## src/source/enc_dec_settings.svh

```systemverilog
// ~~~~~~~~~~~~~~~~~~~~~~~~~~~~~~~~~~~~~~~~~~~~~~~~~~~~~~~~~~~~~~~~~~~~~~
// sizing macros for the four-lane encoder/decoder subsystem.
// include before the package or any module that sizes from them.
// ~~~~~~~~~~~~~~~~~~~~~~~~~~~~~~~~~~~~~~~~~~~~~~~~~~~~~~~~~~~~~~~~~~~~~~
`ifndef ENC_DEC_SETTINGS_SVH
`define ENC_DEC_SETTINGS_SVH

`define DATA_W    128 // full lane word, 32 nibbles.
`define NUM_LANES 4   // decode, encode, round trip, normalize.

`endif
```

## src/source/enc_dec_pkg.sv

```systemverilog
// ~~~~~~~~~~~~~~~~~~~~~~~~~~~~~~~~~~~~~~~~~~~~~~~~~~~~~~~~~~~~~~~~~~~~~~
// shared types for the encoder/decoder lanes and the wrapper.
// compile first; modules pull it in with a wildcard import.
// ~~~~~~~~~~~~~~~~~~~~~~~~~~~~~~~~~~~~~~~~~~~~~~~~~~~~~~~~~~~~~~~~~~~~~~
`include "enc_dec_settings.svh"

package enc_dec_pkg;

    typedef logic [`DATA_W-1:0]            data_t; // full lane word.
    typedef logic [`DATA_W/2-1:0]          half_t; // encoded word, 2 bits per nibble.
    typedef logic [$clog2(`NUM_LANES)-1:0] sel_t;  // lane select.

    // one word per lane, lane3 in the top bits.
    typedef struct packed {
        data_t lane3; // encode then decode.
        data_t lane2; // decode then encode.
        data_t lane1; // encode only.
        data_t lane0; // decode only.
    } lane_bundle_t;

endpackage

```

## src/source/wrapper_multi_enc_decx2x4.sv

```systemverilog
// ~~~~~~~~~~~~~~~~~~~~~~~~~~~~~~~~~~~~~~~~~~~~~~~~~~~~~~~~~~~~~~~~~~~~~~
// top level that steers the input word to the selected lane of the core
// and returns that lane's registered result, with no added latency.
// ~~~~~~~~~~~~~~~~~~~~~~~~~~~~~~~~~~~~~~~~~~~~~~~~~~~~~~~~~~~~~~~~~~~~~~
`timescale 1ns/1ps

module wrapper_multi_enc_decx2x4
    import enc_dec_pkg::*;
(
    input  logic  clock,
    input  logic  rst,
    input  data_t datain_temp,        // word for the selected lane.
    input  sel_t  select_datain_temp, // lane select.
    output data_t dataout_temp        // selected lane result.
);

    lane_bundle_t lanes_in;  // only the selected field is live.
    lane_bundle_t lanes_out; // all lane results from the core.

    // idle lanes see zero, output follows select in the same cycle.
    always_comb begin
        lanes_in     = '0;
        dataout_temp = '0;
        case (select_datain_temp)
            2'd0: begin
                lanes_in.lane0 = datain_temp;
                dataout_temp   = lanes_out.lane0; // decode.
            end
            2'd1: begin
                lanes_in.lane1 = datain_temp;
                dataout_temp   = lanes_out.lane1; // encode.
            end
            2'd2: begin
                lanes_in.lane2 = datain_temp;
                dataout_temp   = lanes_out.lane2; // round trip.
            end
            2'd3: begin
                lanes_in.lane3 = datain_temp;
                dataout_temp   = lanes_out.lane3; // normalize.
            end
        endcase
    end

    multi_enc_decx2x4 multi_enc_decx2x4_inst (
        .clock     (clock),
        .rst       (rst),
        .lanes_in  (lanes_in),
        .lanes_out (lanes_out)
    );

endmodule

```

## src/source/multi_enc_decx2x4.sv

```systemverilog
// ~~~~~~~~~~~~~~~~~~~~~~~~~~~~~~~~~~~~~~~~~~~~~~~~~~~~~~~~~~~~~~~~~~~~~~
// four-lane core: decode, encode, decode-encode and encode-decode.
// lanes 0 and 1 take one cycle, the chained lanes 2 and 3 take two.
// ~~~~~~~~~~~~~~~~~~~~~~~~~~~~~~~~~~~~~~~~~~~~~~~~~~~~~~~~~~~~~~~~~~~~~~
`timescale 1ns/1ps

`include "enc_dec_settings.svh"

module multi_enc_decx2x4
    import enc_dec_pkg::*;
(
    input  logic         clock,
    input  logic         rst,
    input  lane_bundle_t lanes_in,  // one word per lane.
    output lane_bundle_t lanes_out  // registered lane results.
);

    localparam int GROUPS = `DATA_W/4; // nibbles per lane word.

    data_t lane0_onehot; // lane 0 decoder result.
    half_t lane1_code;   // lane 1 encoder result.
    data_t lane2_onehot; // lane 2 first stage.
    half_t lane2_code;   // lane 2 second stage, low input bits again.
    half_t lane3_code;   // lane 3 first stage.
    data_t lane3_onehot; // lane 3 second stage, normalized nibbles.

    // lane 0, decode the low half of the input.
    dec_2x4_bank #(.GROUPS(GROUPS)) u_lane0_dec (
        .clock  (clock),
        .rst    (rst),
        .code   (half_t'(lanes_in.lane0)), // upper half dropped.
        .onehot (lane0_onehot)
    );

    // lane 1, encode the full word.
    enc_4x2_bank #(.GROUPS(GROUPS)) u_lane1_enc (
        .clock (clock),
        .rst   (rst),
        .lines (lanes_in.lane1),
        .code  (lane1_code)
    );

    // lane 2, decode then encode.
    dec_2x4_bank #(.GROUPS(GROUPS)) u_lane2_dec (
        .clock  (clock),
        .rst    (rst),
        .code   (half_t'(lanes_in.lane2)),
        .onehot (lane2_onehot)
    );

    enc_4x2_bank #(.GROUPS(GROUPS)) u_lane2_enc (
        .clock (clock),
        .rst   (rst),
        .lines (lane2_onehot), // every nibble one-hot here.
        .code  (lane2_code)
    );

    // lane 3, encode then decode.
    enc_4x2_bank #(.GROUPS(GROUPS)) u_lane3_enc (
        .clock (clock),
        .rst   (rst),
        .lines (lanes_in.lane3),
        .code  (lane3_code)
    );

    dec_2x4_bank #(.GROUPS(GROUPS)) u_lane3_dec (
        .clock  (clock),
        .rst    (rst),
        .code   (lane3_code),
        .onehot (lane3_onehot) // zero code gives 0001 per nibble.
    );

    // encoder results zero-extended to lane width.
    always_comb begin
        lanes_out.lane0 = lane0_onehot;
        lanes_out.lane1 = data_t'(lane1_code);
        lanes_out.lane2 = data_t'(lane2_code);
        lanes_out.lane3 = lane3_onehot;
    end

endmodule

```

## src/source/enc_4x2_bank.sv

```systemverilog
// ~~~~~~~~~~~~~~~~~~~~~~~~~~~~~~~~~~~~~~~~~~~~~~~~~~~~~~~~~~~~~~~~~~~~~~
// registered bank of 4-to-2 priority encoders, highest set bit wins.
// one cycle of latency; an empty nibble encodes as zero.
// ~~~~~~~~~~~~~~~~~~~~~~~~~~~~~~~~~~~~~~~~~~~~~~~~~~~~~~~~~~~~~~~~~~~~~~
`timescale 1ns/1ps

`include "enc_dec_settings.svh"

module enc_4x2_bank
    import enc_dec_pkg::*;
#(
    parameter int GROUPS = `DATA_W/4 // nibbles encoded.
) (
    input  logic  clock,
    input  logic  rst,
    input  data_t lines, // 4 request lines per group.
    output half_t code   // index of highest line per group.
);

    half_t code_d;    // encoded word before the register.
    logic [3:0] nib;  // current nibble under test.

    // top bit has priority, so one-hot nibbles come back exactly.
    always_comb begin
        code_d = '0;
        nib    = '0;
        for (int g = 0; g < GROUPS; g++) begin
            nib = lines[4*g +: 4];
            if (nib[3]) begin
                code_d[2*g +: 2] = 2'd3;
            end else if (nib[2]) begin
                code_d[2*g +: 2] = 2'd2;
            end else if (nib[1]) begin
                code_d[2*g +: 2] = 2'd1;
            end else begin
                code_d[2*g +: 2] = 2'd0; // bit 0 alone or nothing set.
            end
        end
    end

    always_ff @(posedge clock) begin
        if (rst) begin
            code <= '0;
        end else begin
            code <= code_d;
        end
    end

endmodule

```

## src/source/dec_2x4_bank.sv

```systemverilog
// ~~~~~~~~~~~~~~~~~~~~~~~~~~~~~~~~~~~~~~~~~~~~~~~~~~~~~~~~~~~~~~~~~~~~~~
// registered bank of 2-to-4 decoders, one one-hot nibble per 2-bit code.
// one cycle of latency; reset clears the output register.
// ~~~~~~~~~~~~~~~~~~~~~~~~~~~~~~~~~~~~~~~~~~~~~~~~~~~~~~~~~~~~~~~~~~~~~~
`timescale 1ns/1ps

`include "enc_dec_settings.svh"

module dec_2x4_bank
    import enc_dec_pkg::*;
#(
    parameter int GROUPS = `DATA_W/4 // code groups, one per output nibble.
) (
    input  logic  clock,
    input  logic  rst,
    input  half_t code,   // 2 bits per group.
    output data_t onehot  // 4 bits per group.
);

    data_t onehot_d; // decoded word before the register.

    // group g with value v lights bit v of nibble g.
    always_comb begin
        onehot_d = '0;
        for (int g = 0; g < GROUPS; g++) begin
            onehot_d[4*g +: 4] = 4'b0001 << code[2*g +: 2];
        end
    end

    always_ff @(posedge clock) begin
        if (rst) begin
            onehot <= '0;
        end else begin
            onehot <= onehot_d; // single register stage.
        end
    end

endmodule

```

## config.mk

```make
export PLATFORM = sky130hd
export DESIGN_NAME = wrapper_multi_enc_decx2x4
export DESIGN_NICKNAME = d
export VERILOG_FILES = /design/src/source/enc_dec_pkg.sv /design/src/source/wrapper_multi_enc_decx2x4.sv /design/src/source/multi_enc_decx2x4.sv /design/src/source/enc_4x2_bank.sv /design/src/source/dec_2x4_bank.sv
export VERILOG_INCLUDE_DIRS = /design/src /design/src/source
export SDC_FILE = /design/constraint.sdc
export NUM_CORES = 1
export LEC_CHECK = 0
export BUFFER_PORTS_ARGS = -buffer_cell sky130_fd_sc_hd__buf_2
export CAP_MARGIN = 10
export CORE_MARGIN = 2
export CORE_UTILIZATION = 52
export DETAILED_ROUTE_END_ITERATION = 16
export PLACE_DENSITY = 0.72
export SLEW_MARGIN = 30
export SYNTH_ARGS = -nofsm -noshare
export SYNTH_HDL_FRONTEND = slang
export SYNTH_HIERARCHICAL = 1
export SYNTH_SLANG_ARGS = --single-unit
```

## constraint.sdc

```tcl
create_clock -name clock -period 1.5 [get_ports clock]
set_input_delay 0.075 -clock clock [delete_from_list [all_inputs] [get_ports clock]]
set_output_delay 0.075 -clock clock [all_outputs]
set_load 0.05 [all_outputs]
```

-- Word level (Yosys, flattened, before mapping)
Cells that the tools add are included.
W data, S select, Z words.
- register bits after elaboration: 576
- input bits: 132
- output and inout port bits: 128
- logic and storage cells: 399
- eq/ne operators: 3
- shift operators: 96
- mux-type cells: 293
- reductions and logical operators: 1
- operators by type and width (operator ; count):
    $pmux W128 S4 ; 1
    $mux W2 ; 192
    $shl A1 B2 Y4 const A ; 96
    $mux W128 ; 2
    $mux W64 ; 2
    $mux W1 ; 96
    $eq A2 B2 Y1 const B ; 2
    $eq A2 B1 Y1 const B ; 1
    $logic_not A2 Y1 ; 1

-- Longest topological paths before layout
- depth in word-level cells: 5
- mapped depth: 7
- gate-level depth less buffers: 3

-- Modules after synthesis
Netlist, hierarchy kept.
- by module, submodules not included (module ; instances ; cells an instance ; area an instance (um2) ; seq. area each (um2)):
    dec_2x4_bank ; 3 ; 270 ; 3611.0 ; 2562.5
    wrapper_multi_enc_decx2x4 ; 1 ; 782 ; 8000.2 ; 0.0
    enc_4x2_bank ; 3 ; 231 ; 2190.9 ; 1281.2
    multi_enc_decx2x4 ; 1 ; 129 ; 964.7 ; 0.0

-- Worst setup path after synthesis
OpenSTA, ideal clock, no wires.
- path kind: input to register
- start: in select_datain_temp[0]
- end: reg multi_enc_decx2x4_inst.u_lane0_dec.onehot[66]
- setup time: 0.080 ns
- data arrival time: 1.155 ns
- required time: 1.420 ns
- path slack: 0.265 ns
- stages: 6
- buffers on the path: 4
- cells stage by stage: buf_6 buf_6 buf_2 clkbuf_1 nor3b_1 nor3b_1
- RTL lines (item ; line ; source):
    from (decl) ; wrapper_multi_enc_decx2x4.sv:13 ; input sel_t select_datain_temp,
    to (signal assigned) ; dec_2x4_bank.sv:34 ; onehot <= onehot_d;
    to (decl) ; dec_2x4_bank.sv:17 ; output data_t onehot

-- Worst setup path after layout
- start: reg multi_enc_decx2x4_inst.u_lane3_dec.onehot[24]
- end: out dataout_temp[24]
- longest elaborated chain between the ends: 1
- ends and longest elaborated chain (item ; line ; source):
    from (decl) ; dec_2x4_bank.sv:17 ;
    from (signal assigned) ; dec_2x4_bank.sv:34 ;
    $pmux W128 S4 ; wrapper_multi_enc_decx2x4.sv:24 ; case (select_datain_temp)
    to (decl) ; wrapper_multi_enc_decx2x4.sv:14 ; output data_t dataout_temp
Every way passes these cells.

==> results.json <==
{
  "clockBufferDepth": 3,
  "die-area_um2": 47100,
  "setup_viol": 128,
  "drive_above_1_share_pct": 26.1,
  "viasPerCell": 5.07,
  "cp.arrival_ps": 1620,
  "track_usage_pct": 22.4,
  "cts_setup_buffers": 0,
  "gr-total-overflow": 0,
  "dp_hpwl_um": 34400,
  "slew_headroom_pct": 64.2,
  "period_minus_slack_ps": 1700,
  "powerDensity_nw_per_um2": 1150,
  "htree_levels": 2,
  "crit_path_max_fanout": 1,
  "cp.required_ps": 1420,
  "violations": "setup timing",
  "drv_slew": 0,
  "drt-initial-drc-count": 703,
  "worstRegToRegCells": 1,
  "cts_root_buffer": "clkbuf_16",
  "finalPower_uw": 33500,
  "grt_max_degree": 62,
  "grt_pass1_vias": 16400,
  "fin_area_um2": 29200,
  "avgSynthCellArea_um2": 11.0,
  "clock_sinks": 544,
  "drc": 0,
  "clk_transition_reported_paths_ps": 60,
  "setup_slack_ps": -196,
  "portBuffers": 243,
  "min_path_cells": 4,
  "coreArea_um2": 45100,
  "worst_clock_skew_ps": 12.1,
  "drv_cap": 0,
  "fillers": 3389,
  "area_growth_pct": 24.0,
  "hold_slack_ps": 84.0,
  "clk_latency_ps": 600,
  "wl_per_cell_um": 16.6,
  "timing.fmax_ghz": 0.590,
  "diodes": 0,
  "min_path_type": "in -> reg",
  "yosysWarnings": 6,
  "area.sequential_um2": 10900,
  "grt_pass1_wl_um": 83700,
  "cts_made_buffers": 56,
  "io_pins": 260,
  "ant_nets": 0,
  "min_period_over_period_pct": 113,
  "leakage_uw": 0.0127,
  "multi_input_area_um2": 10700,
  "status": "complete, but fails checks",
  "finalHoldViolations": 0,
  "drtPass1Iterations": 4,
  "drt-total-wl_um": 52400,
  "crit_type": "reg -> out",
  "worst_pin_slew_ps": 537,
  "syn_area_um2": 23600,
  "dr_total_vias": 16000,
  "place_ws_ps": -48.2,
  "placed_cell_area_um2": 24900,
  "worst_setup_path_end_kind": "output port",
  "num-nets-final": 2641,
  "gp_congestion": 0.779,
  "ir_worst_vdd_mv": 1.15,
  "fp-row-count": 78,
  "start_kind": "flip-flop",
  "cts_tree": "done",
  "antenna_found_initial": 1,
  "die_h_um": 217,
  "grt_setup_unrepaired": "yes",
  "netlist_instances": 2134,
  "start_util_pct": 52.3,
  "die_w_um": 217
}
-- path summary, 6_finish.rpt --
path / from / endpoint / slack [ps]
setup / recovery: multi_enc_decx2x4_inst/u_lane3_dec/onehot[24] / dataout_temp[24] / -200
hold / removal: select_datain_temp[1] / multi_enc_decx2x4_inst/u_lane3_enc/code[0] / 80
setup reg to reg: multi_enc_decx2x4_inst/u_lane3_enc/code[43] / multi_enc_decx2x4_inst/u_lane3_dec/onehot[86] / 780
hold reg to reg: multi_enc_decx2x4_inst/u_lane2_dec/onehot[7] / multi_enc_decx2x4_inst/u_lane2_enc/code[2] / 440
-- report_power, final --
group	internal, µW	switching (µW)	total (µW)	leakage [µW]
Combinational	2070	2540	4610	0.00735
Sequential	14900	197	15100	0.00444
Clock	8070	5670	13700	0.000900
-- cell usage in the layout, fill, tap and decap left out, types with 57 or more instances in the layout --
cell	n
nor3b_1	238
inv_1	96
a21oi_2	84
nand2b_1	96
buf_6	124
buf_2	112
nor3_1	64
nor2_1	186
clkbuf_16	57
dlygate4sd3_1	164
and3b_1	256
mux4_2	128
dfxtp_1	540
buf_4	67
and3_1	96
conb_1	128
-- flip-flops by register name, indices dropped and copies added (netlist names) --
register                                   cells
multi_enc_decx2x4_inst/u_lane1_enc/code       64
multi_enc_decx2x4_inst/u_lane0_dec/onehot    128
multi_enc_decx2x4_inst/u_lane2_dec/onehot     96
multi_enc_decx2x4_inst/u_lane3_enc/code       64
multi_enc_decx2x4_inst/u_lane3_dec/onehot    128
multi_enc_decx2x4_inst/u_lane2_enc/code       64
-- through the flow --
| step | TNS [ps] | instances | util (%) |
|---|---|---|---|
| after floorplan | 0 | 2261 | - |
| after global placement | 0 | 2886 | 55.2 |
| after detailed placement | -48.2 | 2886 | 55.2 |
| after CTS | -20590 | 3152 | 64.8 |
| after global routing | -21590 | 3152 | 64.8 |
| final | -15630 | 3152 | 64.8 |
-- final cells by class --
type,instances,share of cell area [%]
clock buffers,78,5.56
clock inverters,23,0.753
inverters,96,1.23
multi-input cells,1312,36.5
flip-flops and latches,544,37.3
well taps,600,2.57
repair buffers,499,16.1
-- per-layer routing --
| layer | share of wire (%) | global-route usage [%] | up-vias |
|---|---|---|---|
| met5 | 0 | 0 | - |
| li1 | - | - | 7881 |
| met1 | 42 | 26.4 | 7731 |
| met2 | 52 | 40.9 | 277 |
| met3 | 4.1 | 4.22 | 79 |
| met4 | 2.4 | 7.21 | 0 |
-- critical path, cell delays in order (launching register included) --
cell and delay [ps]:
dfxtp_1 300, mux4_2 540, buf_6 190
-- timing repair --
| item | CTS | global route |
|---|---|---|
| gates resized for setup | 262 | 4 |
| hold endpoints to repair | 325 | 0 |
| gates cloned | 0 | 0 |
| hold buffers | 165 | 0 |
| setup endpoints to repair | 128 | 141 |
(Power assumes the default switching activity.)
